<file path="config.mk">
export PLATFORM = sky130hd
export DESIGN_NAME = if_stage
export DESIGN_NICKNAME = d
export VERILOG_FILES = /design/src/if_ctrl_pkg.sv /design/src/rvc_pkg.sv /design/src/compressed_decoder.sv /design/src/fetch_addr_sel.sv /design/src/if_stage.sv /design/src/prefetch_unit.sv
export SDC_FILE = /design/constraint.sdc
export NUM_CORES = 1
export LEC_CHECK = 0
export BUFFER_PORTS_ARGS = -buffer_cell sky130_fd_sc_hd__buf_2
export CELL_PAD_IN_SITES_DETAIL_PLACEMENT = 0
export CELL_PAD_IN_SITES_GLOBAL_PLACEMENT = 1
export CORE_ASPECT_RATIO = 0.5
export CORE_MARGIN = 3
export CORE_UTILIZATION = 44
export DETAILED_ROUTE_END_ITERATION = 7
export PLACE_DENSITY = 0.88
export SLEW_MARGIN = 20
export SYNTH_ARGS = -nofsm -noshare
export SYNTH_HDL_FRONTEND = slang
export SYNTH_HIERARCHICAL = 1
export SYNTH_SLANG_ARGS = --single-unit
export TNS_END_PERCENT = 10
</file>
<file path="constraint.sdc">
create_clock -name clk -period 12.1 [get_ports clk]
set_input_delay 2.42 -clock clk [delete_from_list [all_inputs] [get_ports clk]]
set_output_delay 2.42 -clock clk [all_outputs]
set_load 0.005 [all_outputs]
</file>
<file path="src/if_ctrl_pkg.sv">
package if_ctrl_pkg;

  ////////////////////
  // Address widths
  ////////////////////

  localparam int ADDR_W   = 32;
  // Base field of mtvec, upper bits of every trap vector
  localparam int MTVEC_W  = 25;
  localparam int IRQ_ID_W = 5;

  // Low bits cleared for word alignment
  localparam int WORD_ALIGN_W = 2;

  ////////////////////
  // Vector constants
  ////////////////////

  // Exceptions land on mtvec base with seven zero bits below
  localparam int                      EXC_OFFSET_W   = ADDR_W - MTVEC_W;
  localparam logic [EXC_OFFSET_W-1:0] EXC_VEC_OFFSET = '0;
  // Interrupt index sits above two zero bits
  localparam int IRQ_PAD_W = EXC_OFFSET_W - IRQ_ID_W;

  ////////////////////
  // Fetch queue sizing
  ////////////////////

  localparam int MAX_OUTSTND   = 2;
  localparam int OUTSTND_CNT_W = $clog2(MAX_OUTSTND + 1);
  localparam int FIFO_DEPTH    = 3;
  // Counter holds 0 up to FIFO_DEPTH
  localparam int FIFO_CNT_W    = $clog2(FIFO_DEPTH + 1);

  // Redirect sources
  typedef enum logic [3:0] {
    PC_BOOT     = 4'd0,
    PC_JUMP     = 4'd1,
    PC_BRANCH   = 4'd2,
    PC_MRET     = 4'd3,
    PC_DRET     = 4'd4,
    PC_TRAP_EXC = 4'd5,
    PC_TRAP_IRQ = 4'd6,
    PC_TRAP_DBD = 4'd7
  } pc_mux_e;

endpackage

</file>
<file path="src/rvc_pkg.sv">
package rvc_pkg;

  ////////////////////
  // Instruction widths
  ////////////////////

  localparam int INSTR_W  = 32;
  localparam int CINSTR_W = 16;

  // Compressed quadrants, low two bits
  localparam logic [1:0] RVC_Q0 = 2'b00;
  localparam logic [1:0] RVC_Q1 = 2'b01;
  localparam logic [1:0] RVC_Q2 = 2'b10;

  // Three-bit register fields map onto x8..x15
  localparam logic [1:0] RVC_REG_PFX = 2'b01;

  ////////////////////
  // Base ISA encodings
  ////////////////////

  localparam logic [6:0] OPC_OP     = 7'b0110011;
  localparam logic [6:0] OPC_OP_IMM = 7'b0010011;
  localparam logic [6:0] OPC_LOAD   = 7'b0000011;
  localparam logic [6:0] OPC_STORE  = 7'b0100011;
  localparam logic [6:0] OPC_JAL    = 7'b1101111;

  // funct3 for add/addi and for word load/store
  localparam logic [2:0] F3_ADD  = 3'b000;
  localparam logic [2:0] F3_WORD = 3'b010;

  // Kept compressed opcodes, everything else is illegal
  typedef enum logic [2:0] {
    C_ADDI, C_LI, C_LW, C_SW, C_J, C_MV, C_ADD, C_ILLEGAL
  } rvc_op_e;

endpackage

</file>
<file path="src/compressed_decoder.sv">
`timescale 1ns/100ps

module compressed_decoder import rvc_pkg::*; (
  input  logic [INSTR_W-1:0] instr_i,
  output logic [INSTR_W-1:0] instr_o,
  output logic               is_compressed_o,
  output logic               illegal_instr_o,
  output rvc_op_e            c_op_o
);

  logic [CINSTR_W-1:0] c;
  logic [4:0]          rd_rs1;
  logic [4:0]          rs2;
  // Primed registers of the CL/CS formats
  logic [4:0]          rs1_p;
  logic [4:0]          rd_p;
  logic [11:0]         imm6_sext;

  assign c         = instr_i[CINSTR_W-1:0];
  assign rd_rs1    = c[11:7];
  assign rs2       = c[6:2];
  assign rs1_p     = {RVC_REG_PFX, c[9:7]};
  assign rd_p      = {RVC_REG_PFX, c[4:2]};
  assign imm6_sext = {{6{c[12]}}, c[12], c[6:2]};

  assign is_compressed_o = c[1:0] != 2'b11;

  ////////////////////
  // Classify
  ////////////////////

  always_comb begin
    c_op_o = C_ILLEGAL;
    case (c[1:0])
      RVC_Q0: begin
        if (c[15:13] == 3'b010) c_op_o = C_LW;
        if (c[15:13] == 3'b110) c_op_o = C_SW;
      end
      RVC_Q1: begin
        if (c[15:13] == 3'b000) c_op_o = C_ADDI;
        if (c[15:13] == 3'b010) c_op_o = C_LI;
        if (c[15:13] == 3'b101) c_op_o = C_J;
      end
      RVC_Q2: begin
        // rs2 of zero would be C.JR or C.JALR
        if (c[15:13] == 3'b100 && rs2 != 5'd0) begin
          c_op_o = c[12] ? C_ADD : C_MV;
        end
      end
      // Full-width instructions report C_ILLEGAL but are not flagged
      default: ;
    endcase
  end

  ////////////////////
  // Expand
  ////////////////////

  always_comb begin
    instr_o         = instr_i;
    illegal_instr_o = 1'b0;
    if (is_compressed_o) begin
      case (c_op_o)
        C_ADDI: instr_o = {imm6_sext, rd_rs1, F3_ADD, rd_rs1, OPC_OP_IMM};
        C_LI:   instr_o = {imm6_sext, 5'd0, F3_ADD, rd_rs1, OPC_OP_IMM};
        // Word offset scaled by four, zero extended
        C_LW:   instr_o = {5'd0, c[5], c[12:10], c[6], 2'b00, rs1_p, F3_WORD, rd_p, OPC_LOAD};
        C_SW:   instr_o = {5'd0, c[5], c[12], rd_p, rs1_p, F3_WORD,
                           c[11:10], c[6], 2'b00, OPC_STORE};
        // jal x0 with the scrambled 12-bit offset sign extended
        C_J:    instr_o = {c[12], c[8], c[10:9], c[6], c[7], c[2], c[11], c[5:3],
                           c[12], {8{c[12]}}, 5'd0, OPC_JAL};
        C_MV:   instr_o = {7'd0, rs2, 5'd0, F3_ADD, rd_rs1, OPC_OP};
        C_ADD:  instr_o = {7'd0, rs2, rd_rs1, F3_ADD, rd_rs1, OPC_OP};
        // Original bits go on to ID for the illegal-instruction trap
        default: illegal_instr_o = 1'b1;
      endcase
    end
  end

endmodule

</file>
<file path="src/fetch_addr_sel.sv">
`timescale 1ns/100ps

module fetch_addr_sel import if_ctrl_pkg::*; (
  input  pc_mux_e             pc_mux_i,
  input  logic [ADDR_W-1:0]   boot_addr_i,
  input  logic [ADDR_W-1:0]   jump_target_i,
  input  logic [ADDR_W-1:0]   branch_target_i,
  input  logic [ADDR_W-1:0]   mepc_i,
  input  logic [ADDR_W-1:0]   dpc_i,
  input  logic [ADDR_W-1:0]   dm_halt_addr_i,
  input  logic [MTVEC_W-1:0]  mtvec_addr_i,
  input  logic [IRQ_ID_W-1:0] irq_id_i,
  output logic [ADDR_W-1:0]   branch_addr_o
);

  logic [ADDR_W-1:0] addr_sel;

  always_comb begin
    // Boot address unless a known source is selected
    addr_sel = {boot_addr_i[ADDR_W-1:WORD_ALIGN_W], {WORD_ALIGN_W{1'b0}}};
    case (pc_mux_i)
      PC_JUMP:     addr_sel = jump_target_i;
      PC_BRANCH:   addr_sel = branch_target_i;
      // Return from trap or debug restores the saved PC
      PC_MRET:     addr_sel = mepc_i;
      PC_DRET:     addr_sel = dpc_i;
      // All exceptions share the base vector
      PC_TRAP_EXC: addr_sel = {mtvec_addr_i, EXC_VEC_OFFSET};
      // Vectored mode, one word per interrupt line
      PC_TRAP_IRQ: addr_sel = {mtvec_addr_i, irq_id_i, {IRQ_PAD_W{1'b0}}};
      PC_TRAP_DBD: addr_sel = {dm_halt_addr_i[ADDR_W-1:WORD_ALIGN_W], {WORD_ALIGN_W{1'b0}}};
      default:     ;
    endcase
  end

  // Instructions are at least halfword aligned
  assign branch_addr_o = {addr_sel[ADDR_W-1:1], 1'b0};

endmodule

</file>
<file path="src/if_stage.sv">
`timescale 1ns/100ps

module if_stage import if_ctrl_pkg::*, rvc_pkg::*; (
  input  logic                clk,
  input  logic                rst_n,
  // Redirect control
  input  logic                pc_set_i,
  input  pc_mux_e             pc_mux_i,
  input  logic                kill_if_i,
  input  logic                halt_if_i,
  input  logic [ADDR_W-1:0]   boot_addr_i,
  input  logic [ADDR_W-1:0]   jump_target_i,
  input  logic [ADDR_W-1:0]   branch_target_i,
  input  logic [ADDR_W-1:0]   mepc_i,
  input  logic [ADDR_W-1:0]   dpc_i,
  input  logic [MTVEC_W-1:0]  mtvec_addr_i,
  input  logic [IRQ_ID_W-1:0] irq_id_i,
  input  logic [ADDR_W-1:0]   dm_halt_addr_i,
  // OBI instruction bus
  output logic                instr_req_o,
  output logic [ADDR_W-1:0]   instr_addr_o,
  input  logic                instr_gnt_i,
  input  logic                instr_rvalid_i,
  input  logic [INSTR_W-1:0]  instr_rdata_i,
  input  logic                instr_err_i,
  // Status
  output logic                csr_mtvec_init_o,
  output logic                if_busy_o,
  output logic [ADDR_W-1:0]   pc_if_o,
  // IF/ID register
  output logic                id_valid_o,
  input  logic                id_ready_i,
  output logic [INSTR_W-1:0]  id_instr_o,
  output logic [ADDR_W-1:0]   id_pc_o,
  output logic                id_compressed_o,
  output logic [CINSTR_W-1:0] id_compressed_instr_o,
  output logic                id_illegal_c_o,
  output logic                id_bus_err_o
);

  logic [ADDR_W-1:0]  branch_addr;
  logic               fetch_valid;
  logic               fetch_ready;
  logic [INSTR_W-1:0] fetch_instr;
  logic [ADDR_W-1:0]  fetch_pc;
  logic               fetch_err;
  logic [INSTR_W-1:0] dec_instr;
  logic               dec_compressed;
  logic               dec_illegal;
  logic               if_valid;

  fetch_addr_sel fetch_addr_sel_i (
    .pc_mux_i        (pc_mux_i),
    .boot_addr_i     (boot_addr_i),
    .jump_target_i   (jump_target_i),
    .branch_target_i (branch_target_i),
    .mepc_i          (mepc_i),
    .dpc_i           (dpc_i),
    .dm_halt_addr_i  (dm_halt_addr_i),
    .mtvec_addr_i    (mtvec_addr_i),
    .irq_id_i        (irq_id_i),
    .branch_addr_o   (branch_addr)
  );

  prefetch_unit prefetch_unit_i (
    .clk            (clk),
    .rst_n          (rst_n),
    .pc_set_i       (pc_set_i),
    .branch_addr_i  (branch_addr),
    .fetch_ready_i  (fetch_ready),
    .fetch_valid_o  (fetch_valid),
    .fetch_instr_o  (fetch_instr),
    .fetch_pc_o     (fetch_pc),
    .fetch_err_o    (fetch_err),
    .busy_o         (if_busy_o),
    .instr_req_o    (instr_req_o),
    .instr_addr_o   (instr_addr_o),
    .instr_gnt_i    (instr_gnt_i),
    .instr_rvalid_i (instr_rvalid_i),
    .instr_rdata_i  (instr_rdata_i),
    .instr_err_i    (instr_err_i)
  );

  compressed_decoder compressed_decoder_i (
    .instr_i         (fetch_instr),
    .instr_o         (dec_instr),
    .is_compressed_o (dec_compressed),
    .illegal_instr_o (dec_illegal),
    .c_op_o          ()
  );

  // mtvec gets its reset value on the boot redirect
  assign csr_mtvec_init_o = pc_set_i && (pc_mux_i == PC_BOOT);
  assign pc_if_o          = fetch_pc;

  // Killed IF drains the buffer, halted IF holds it
  assign if_valid    = fetch_valid && !kill_if_i && !halt_if_i;
  assign fetch_ready = kill_if_i || (!halt_if_i && id_ready_i);

  ////////////////////
  // IF/ID register
  ////////////////////

  always_ff @(posedge clk or negedge rst_n) begin
    if (!rst_n) begin
      id_valid_o <= 1'b0;
    end else if (id_ready_i) begin
      id_valid_o <= if_valid;
    end
  end

  always_ff @(posedge clk) begin
    if (if_valid && id_ready_i) begin
      id_instr_o      <= dec_instr;
      id_pc_o         <= fetch_pc;
      id_compressed_o <= dec_compressed;
      id_illegal_c_o  <= dec_illegal;
      id_bus_err_o    <= fetch_err;
      // Keeps the last compressed halfword across 32-bit instructions
      if (dec_compressed) id_compressed_instr_o <= fetch_instr[CINSTR_W-1:0];
    end
  end

  a_id_hold: assert property (@(posedge clk) disable iff (!rst_n)
    id_valid_o && !id_ready_i |=> $stable(id_instr_o) && $stable(id_pc_o));

endmodule

</file>
<file path="src/prefetch_unit.sv">
`timescale 1ns/100ps

module prefetch_unit import if_ctrl_pkg::*, rvc_pkg::*; (
  input  logic               clk,
  input  logic               rst_n,
  input  logic               pc_set_i,
  input  logic [ADDR_W-1:0]  branch_addr_i,
  input  logic               fetch_ready_i,
  output logic               fetch_valid_o,
  output logic [INSTR_W-1:0] fetch_instr_o,
  output logic [ADDR_W-1:0]  fetch_pc_o,
  output logic               fetch_err_o,
  output logic               busy_o,
  output logic               instr_req_o,
  output logic [ADDR_W-1:0]  instr_addr_o,
  input  logic               instr_gnt_i,
  input  logic               instr_rvalid_i,
  input  logic [INSTR_W-1:0] instr_rdata_i,
  input  logic               instr_err_i
);

  logic                     fetching_q;
  logic [ADDR_W-1:0]        req_addr_q;
  logic [OUTSTND_CNT_W-1:0] outstnd_cnt_q;
  logic [OUTSTND_CNT_W-1:0] outstnd_cnt_d;
  // Responses still owed to a stream that was redirected away
  logic [OUTSTND_CNT_W-1:0] discard_cnt_q;
  logic [INSTR_W-1:0]       buf_data_q [FIFO_DEPTH];
  logic                     buf_err_q  [FIFO_DEPTH];
  logic [FIFO_CNT_W-1:0]    cnt_q;
  logic [FIFO_CNT_W-1:0]    wr_idx;
  logic [ADDR_W-1:0]        pc_q;
  logic                     bus_ack;
  logic                     push;
  logic                     pop;
  logic                     consume;
  logic                     is_comp;
  logic [CINSTR_W-1:0]      hw_lo;
  logic [CINSTR_W-1:0]      hw_hi;

  ////////////////////
  // Bus request side
  ////////////////////

  // Room is needed for every word already requested
  assign instr_req_o  = fetching_q && (outstnd_cnt_q < MAX_OUTSTND) &&
                        (int'(cnt_q) + int'(outstnd_cnt_q) < FIFO_DEPTH);
  assign instr_addr_o = req_addr_q;
  assign bus_ack      = instr_req_o && instr_gnt_i;
  assign busy_o       = outstnd_cnt_q != '0;

  always_comb begin
    outstnd_cnt_d = outstnd_cnt_q;
    if (bus_ack) outstnd_cnt_d = outstnd_cnt_d + 1'b1;
    if (instr_rvalid_i) outstnd_cnt_d = outstnd_cnt_d - 1'b1;
  end

  ////////////////////
  // Word buffer and realignment
  ////////////////////

  // pc_q[1] is the halfword offset into the oldest word
  always_comb begin
    if (pc_q[1]) begin
      hw_lo = buf_data_q[0][INSTR_W-1:CINSTR_W];
      hw_hi = buf_data_q[1][CINSTR_W-1:0];
    end else begin
      hw_lo = buf_data_q[0][CINSTR_W-1:0];
      hw_hi = buf_data_q[0][INSTR_W-1:CINSTR_W];
    end
  end

  assign is_comp = hw_lo[1:0] != 2'b11;
  // A crossing 32-bit instruction waits for the second word
  assign fetch_valid_o = (cnt_q != '0) && (is_comp || !pc_q[1] || cnt_q >= FIFO_CNT_W'(2));
  assign fetch_instr_o = is_comp ? {{(INSTR_W - CINSTR_W){1'b0}}, hw_lo} : {hw_hi, hw_lo};
  assign fetch_err_o   = buf_err_q[0] || (pc_q[1] && !is_comp && buf_err_q[1]);
  assign fetch_pc_o    = pc_q;

  assign consume = fetch_valid_o && fetch_ready_i && !pc_set_i;
  // Head word retires once its upper half is used
  assign pop     = consume && (pc_q[1] || !is_comp);
  assign push    = instr_rvalid_i && (discard_cnt_q == '0) && !pc_set_i;
  assign wr_idx  = cnt_q - FIFO_CNT_W'(pop);

  always_ff @(posedge clk or negedge rst_n) begin
    if (!rst_n) begin
      fetching_q    <= 1'b0;
      req_addr_q    <= '0;
      outstnd_cnt_q <= '0;
      discard_cnt_q <= '0;
      cnt_q         <= '0;
      pc_q          <= '0;
    end else begin
      outstnd_cnt_q <= outstnd_cnt_d;
      if (pc_set_i) begin
        fetching_q    <= 1'b1;
        req_addr_q    <= {branch_addr_i[ADDR_W-1:WORD_ALIGN_W], {WORD_ALIGN_W{1'b0}}};
        pc_q          <= branch_addr_i;
        cnt_q         <= '0;
        // Everything still in flight belongs to the old stream
        discard_cnt_q <= outstnd_cnt_d;
      end else begin
        if (bus_ack) req_addr_q <= req_addr_q + ADDR_W'(4);
        if (consume) pc_q <= pc_q + (is_comp ? ADDR_W'(2) : ADDR_W'(4));
        cnt_q <= cnt_q + FIFO_CNT_W'(push) - FIFO_CNT_W'(pop);
        if (instr_rvalid_i && discard_cnt_q != '0) discard_cnt_q <= discard_cnt_q - 1'b1;
      end
    end
  end

  // Shift towards entry 0 on pop, then write behind the last valid entry
  always_ff @(posedge clk) begin
    if (pop) begin
      for (int i = 0; i < FIFO_DEPTH - 1; i++) begin
        buf_data_q[i] <= buf_data_q[i+1];
        buf_err_q[i]  <= buf_err_q[i+1];
      end
    end
    if (push) begin
      buf_data_q[wr_idx] <= instr_rdata_i;
      buf_err_q[wr_idx]  <= instr_err_i;
    end
  end

  a_outstnd_max: assert property (@(posedge clk) disable iff (!rst_n)
    outstnd_cnt_q <= MAX_OUTSTND);

  // Pending request keeps its address until granted, redirect aside
  a_addr_stable: assert property (@(posedge clk) disable iff (!rst_n)
    instr_req_o && !instr_gnt_i && !pc_set_i |=> instr_req_o && $stable(instr_addr_o));

endmodule

</file>
==> metrics.cfg, run 1 <==
[status]
status=complete, no violations

[sta]
maxSlewViolCount=0
skew_ns=0.0144
hold_viol=0
finalSetupTns_ns=0
rsz0062_at_grt=no
max_freq_mhz=167
slew_headroom=0.256
setup_viol=0
min_period_over_period=0.495
final.setup.worst_slack_ns=6.11
period_minus_slack_ns=5.99
worst_pin_slew_ns=1.11

[clocking]
cts_hold_buf=0
cts_buffers=25
cts_max_path_buffers=3
cts_tree=done
h-tree-depth=1
cts_resized=0
clkTransAtPathRegs_ns=0.06
cts_root_buffer=clkbuf_16
post_cts_buffers=0
clkSinkCount=252
worstSkewPairLatency_ns=0.55

[logic_synthesis]
netlist_instances=1171
synthTopCellsByArea=edfxtp_1 (40%), dfrtp_1 (13%), mux2_2 (11%)
synthArstFlopShare=0.278
syn_avg_cell_area_sq_um=11.8
yosys-top-cells-count=edfxtp_1 (182), mux2_2 (132), a21oi_1 (80)
ys_warn_count=6
synth.top_cell.area_share=0.395
syn_area_sq_um=13800
yosysTopAreaCell=edfxtp_1
yosysMostFrequentCell=edfxtp_1
netlist-cell-type-count=88
synth_edf_count=182
ys_ff_latch=252
synth_top_flop_cell=edfxtp_1
ys_seq_area_frac=0.522

[placed_design]
place.gp.congestion=0.944
io_buffers=407
placed_area_sq_um=16100
place_ws_ns=6.06
dpl.hpwl_mm=33.4

[power_and_ir_drop]
p_leak_nw=6.73
powerDensity_nw_per_um2=141
ir_drop_uv=100

[finish]
design_area_sq_um=16900
final_core_util=0.552
fill_cells=2734
nets=1824
syn_to_final_growth_pct=22.1
drive_above_1_share=0.395

[job]
max_cap_viol_count=0

[drt]
drtIter0Drc=802
dr.pass1.iters=5
drc=0
viasPerCell=5.71
via_count=11352
routedWlPerCell_um=22.5
postRouteAntennaNets=0
wl_mm=44.7

[global_routing]
grt_use_total=0.256
grt_pass1_wl_mm=68.1
grt_max_degree=85
overflow=0
grt_pass1_vias=11285
antenna_found_initial=3

[die]
chipHeight_um=131
rows=45
die_w_um=257
die_area_sq_um=33700
top_level_ports=418
start_util=0.452
coreArea_sq_um=30600

[worst_hold_path]
hold_class=reg -> reg

[setup_path]
cp-end-kind=output port
required_ns=9.68
critPathArrivalTime_ns=3.57
cp-start-kind=primary input
path_max_fanout=84
worst-setup-path-type=in -> out

per-stage QoR:
step / hold slack [ns] / power (mW) / instances
2_1_floorplan: 0.466 / 1.44 / 1172
6_report: 0.497 / 2.38 / 1988
3_3_place_gp: 0.456 / 1.63 / 1940
5_1_grt: 0.511 / 2.49 / 1988
3_5_place_dp: 0.470 / 1.65 / 1940
4_1_cts: 0.478 / 2.39 / 1986
routing by layer:
| metal | vias to the layer above | part of all wire | track usage |
|---|---|---|---|
| li1 | 5205 | - | - |
| met2 | 414 | 0.51 | 0.451 |
| met1 | 5658 | 0.41 | 0.332 |
| met4 | 2 | 0.024 | 0.0600 |
| met3 | 73 | 0.062 | 0.0416 |
| met5 | - | 0.00029 | 0 |
cells by family after synthesis:
group	after synthesis	share of synthesized area
multiplexers	159	0.127
other	2	0.000543
buffers and inverters	107	0.0394
XOR/XNOR	53	0.0335
AND/OR/NAND/NOR	306	0.121
adder cells (fa/ha/maj)	13	0.0128
flip-flops	252	0.522
AO/OA/AOI/OAI	279	0.144
worst max-delay path, stage by stage:
cell	delay (ns)
buf_2	0.08
buf_4	0.60
nor4_1	0.11
and2_1	0.18
buf_2	0.13
registers in the layout, summed over array words and instances, names as in the netlist:
| signal | cells |
|---|---|
| id_valid_o | 1 |
| id_pc_o | 32 |
| id_instr_o | 32 |
| prefetch_unit_i/buf_err_q | 3 |
| prefetch_unit_i/outstnd_cnt_q | 2 |
| prefetch_unit_i/instr_addr_o | 30 |
| id_illegal_c_o | 1 |
| prefetch_unit_i/fetch_pc_o | 32 |
| id_compressed_instr_o | 16 |
| prefetch_unit_i/cnt_q | 2 |
| prefetch_unit_i/discard_cnt_q | 2 |
| prefetch_unit_i/buf_data_q | 96 |
| id_bus_err_o | 1 |
| id_compressed_o | 1 |
| prefetch_unit_i/fetching_q | 1 |
final cells by class:
cell class | count | area (sq um) | area share
inverters | 29 | 114 | 0.00674
well taps | 423 | 529 | 0.0313
clock buffers | 36 | 677 | 0.0401
multi-input cells | 813 | 6110 | 0.361
repair buffers | 423 | 2160 | 0.128
diodes | 2 | 5.00 | 0.000296
clock inverters | 10 | 90.1 | 0.00533
flip-flops and latches | 252 | 7220 | 0.427
layout by cell type, fill, tap and decap left out, types with 14 or more instances in the layout:
cell / netlist / layout
nor2b_1: 19 / 19
o21ai_0: 19 / 19
nor2_1: 66 / 64
nand2b_1: 30 / 30
o22a_1: 27 / 27
dfrtp_1: 70 / 70
clkbuf_16: 0 / 25
mux2i_1: 24 / 24
xnor2_1: 23 / 23
edfxtp_1: 182 / 182
mux2_2: 132 / 132
a221oi_1: 17 / 17
buf_2: 26 / 407
a21oi_1: 80 / 80
nand3_1: 32 / 32
nand4_1: 16 / 16
nor3_1: 20 / 20
nor4_1: 15 / 14
a22oi_1: 20 / 20
nand2_1: 52 / 52
xor2_1: 30 / 30
a211oi_1: 18 / 18
buf_4: 13 / 16
inv_1: 28 / 27
path summary, 6_finish.rpt:
| check | start | to | slack, ns | cells after the start |
|---|---|---|---|---|
| min in group asynchronous | rst_n | prefetch_unit_i/fetch_pc_o[31]$_DFFE_PN0N_ | 2.11 | 2 |
| worst max register to register | prefetch_unit_i/fetch_pc_o[1]$_DFFE_PN0N_ | prefetch_unit_i/buf_data_q[1][7]$_DFFE_PP_ | 6.42 | 13 |
| worst min-delay path | id_valid_o$_DFFE_PN0P_ | id_valid_o$_DFFE_PN0P_ | 0.50 | 1 |
| max in group asynchronous | rst_n | prefetch_unit_i/instr_addr_o[15]$_DFFE_PN0P_ | 9.41 | 2 |
| worst min register to register | id_valid_o$_DFFE_PN0P_ | id_valid_o$_DFFE_PN0P_ | 0.50 | 1 |
| worst max-delay path | pc_mux_i[0] | csr_mtvec_init_o | 6.11 | 5 |
power by group:
part           leakage, nW  switching, mW  total, mW  internal [mW]
clock network        0.367          0.325      0.737          0.413
logic                 3.92          0.320      0.563          0.243
registers             2.44         0.0651       1.08           1.01
Power figures use the tool's default switching activity.
==> run 2: changes to the inputs <==
- CORE_UTILIZATION: 44 -> 41
- PLACE_DENSITY: 0.88 -> 0.83
- clock period: 12.1 -> 5.8 ns (I/O delays scaled with it)
==> metrics.cfg, run 2 (same netlist as run 1, synthesis figures left out) <==
[status]
status=complete, no violations  ; unchanged

[setup_path]
cp-end-kind=register  ; was output port
cp-start-kind=register  ; was primary input
rr_endpoint=prefetch_unit_i/buf_data_q[1][22]$_DFFE_PP_  ; was prefetch_unit_i/buf_data_q[1][7]$_DFFE_PP_
r2r_slack_ns=1.08  ; was 6.42 ns
r2r_cells=12  ; was 13
r2r_start=prefetch_unit_i/fetch_pc_o[1]$_DFFE_PN0N_  ; unchanged
worst-setup-path-type=reg -> reg  ; was in -> out
critPathArrivalTime_ns=4.87  ; was 3.57 ns
path_max_fanout=34  ; was 84
required_ns=5.95  ; was 9.68 ns

[sta]
hold_viol=0  ; unchanged
hold_slack_ns=0.491  ; was 0.497 ns
maxSlewViolCount=0  ; unchanged
finalSetupTns_ns=0  ; unchanged
worst_pin_slew_ns=1.06  ; was 1.11 ns
rsz0062_at_grt=no  ; unchanged
slew_headroom=0.290  ; was 0.256
period_minus_slack_ns=4.72
min_period_over_period=0.814
setup_viol=0  ; unchanged
max_freq_mhz=212
skew_ns=0.0215  ; was 0.0144 ns

[placed_design]
place.gp.congestion=0.921  ; was 0.944
place_inst=1952  ; was 1940
io_buffers=407  ; unchanged
dpl.hpwl_mm=33.2  ; was 33.4 mm

[finish]
layout_commonest_cell=buf_2  ; unchanged
fill_cells=2936  ; was 2734
largest_reg_flops=96  ; unchanged
final_core_util=0.523  ; was 0.552
layout_common_cells=buf_2 (407), edfxtp_1 (182), mux2_2 (132)  ; unchanged
multi_input_area_sq_um=6100  ; was 6110 sq um
regArea_sq_um=7220  ; unchanged
drive_above_1_share=0.402  ; was 0.395
nets=1827  ; was 1824
stdcell_count=2007  ; was 1988
syn_to_final_growth_pct=22.8  ; was 22.1%
regMostFlops=prefetch_unit_i/buf_data_q  ; unchanged

[global_routing]
grt_pass1_vias=11203  ; was 11285
grt_use_total=0.237  ; was 0.256
overflow=0  ; unchanged
antenna_found_initial=12  ; was 3
grt_max_degree=71  ; was 85
grt_pass1_wl_mm=66.5  ; was 68.1 mm

[clocking]
cts_buffers=25  ; unchanged
clkSinkCount=252  ; unchanged
clkTransAtPathRegs_ns=0.07  ; was 0.06 ns
cts_max_path_buffers=3  ; unchanged
worstSkewPairLatency_ns=0.54  ; was 0.55 ns
cts_hold_buf=0  ; unchanged
post_cts_buffers=0  ; unchanged
cts_resized=0  ; unchanged
cts_tree=done  ; unchanged
cts_root_buffer=clkbuf_16  ; unchanged
h-tree-depth=1  ; unchanged

[die]
chipHeight_um=136  ; was 131 um
coreArea_sq_um=32500  ; was 30600 sq um
rows=46  ; was 45
die_area_sq_um=36100  ; was 33700 sq um
die_w_um=266  ; was 257 um
top_level_ports=418  ; unchanged
start_util=0.426  ; was 0.452

[power_and_ir_drop]
ir_drop_uv=213  ; was 100 uV
powerDensity_nw_per_um2=297  ; was 141 nW/um^2
p_leak_nw=6.78  ; was 6.73 nW

[drt]
routedWlPerCell_um=22.2  ; was 22.5 um
drtIter0Drc=802  ; unchanged
wl_mm=44.6  ; was 44.7 mm
viasPerCell=5.61  ; was 5.71
dr.pass1.iters=5  ; unchanged
via_count=11250  ; was 11352
postRouteAntennaNets=0  ; unchanged
drc=0  ; unchanged

[worst_hold_path]
hold_class=reg -> reg  ; unchanged
min_from=prefetch_unit_i/fetch_pc_o[0]$_DFFE_PN0P_  ; was id_valid_o$_DFFE_PN0P_
hold_depth=0  ; was 1
whs_endpoint=id_pc_o[0]$_DFFE_PP_  ; was id_valid_o$_DFFE_PN0P_

[job]
max_cap_viol_count=0  ; unchanged

[run 2: cell count changes in the layout (fill, tap and decap cells not counted), moves of 2 or more]
cell and change:
clkinv_1 -3, buf_4 +3, clkbuf_1 -8, diode_2 +7
clkinvlp_4 +2, clkinv_2 +6
[run 2: layout make-up]
type | count | share of cell area
Antenna cell | 9 | 0.00133
Clock buffer | 29 | 0.0395
Clock inverter | 17 | 0.00891
Inverter | 29 | 0.00670
Multi-Input combinational cell | 813 | 0.359
Sequential cell | 252 | 0.425
Tap cell | 432 | 0.0318
Timing Repair Buffer | 426 | 0.128
[run 2: worst max-delay path by stage]
stage                                         startpoint                                           to  slack [ns]  cells after the start
2_1_floorplan  prefetch_unit_i/fetch_pc_o[1]$_DFFE_PN0N_   prefetch_unit_i/buf_data_q[2][0]$_DFFE_PP_        0.87                     14
3_3_place_gp   prefetch_unit_i/fetch_pc_o[1]$_DFFE_PN0N_  prefetch_unit_i/buf_data_q[1][11]$_DFFE_PP_        1.29                     12
3_5_place_dp   prefetch_unit_i/fetch_pc_o[1]$_DFFE_PN0N_  prefetch_unit_i/buf_data_q[1][11]$_DFFE_PP_        1.10                     12
4_1_cts        prefetch_unit_i/fetch_pc_o[1]$_DFFE_PN0N_  prefetch_unit_i/buf_data_q[1][22]$_DFFE_PP_        1.10                     12
5_1_grt        prefetch_unit_i/fetch_pc_o[1]$_DFFE_PN0N_  prefetch_unit_i/buf_data_q[1][22]$_DFFE_PP_        0.70                     12
6_report       prefetch_unit_i/fetch_pc_o[1]$_DFFE_PN0N_  prefetch_unit_i/buf_data_q[1][22]$_DFFE_PP_        1.08                     12
[run 2: worst max-delay path, cell delays in order (launching register included)]
cell	delay, ns
dfrtp_1	0.55
mux2_2	0.51
nand2_1	0.16
inv_1	0.11
ha_1	0.21
nor2b_1	0.25
or2_2	0.19
nand2_1	0.12
nor3_1	0.42
ha_1	0.38
nor3_4	0.18
buf_4	0.44
or2_2	0.80
[run 2: where the power goes]
| part | internal, mW | leakage [nW] | total, mW | switching [mW] |
|---|---|---|---|---|
| combinational | 0.508 | 3.94 | 1.17 | 0.657 |
| sequential | 2.11 | 2.44 | 2.25 | 0.144 |
| clock | 0.925 | 0.402 | 1.63 | 0.704 |
[run 2: per-layer routing]
| metal | GRT usage | part of all wire | vias to the layer above |
|---|---|---|---|
| met5 | 0 | 0.0012 | - |
| met2 | 0.407 | 0.49 | 432 |
| met4 | 0.0854 | 0.033 | 8 |
| met3 | 0.0423 | 0.059 | 90 |
| li1 | - | - | 5230 |
| met1 | 0.303 | 0.41 | 5490 |
[run 2: stage by stage]
stage / area [sq um] / total power [mW] / worst slack (ns)
floorplan: 13800 / 3.00 / 0.866
global placement: 16100 / 3.41 / 1.29
detailed placement: 16100 / 3.45 / 1.10
CTS: 17000 / 5.08 / 1.10
global route: 17000 / 5.28 / 0.700
finish: 17000 / 5.05 / 1.08
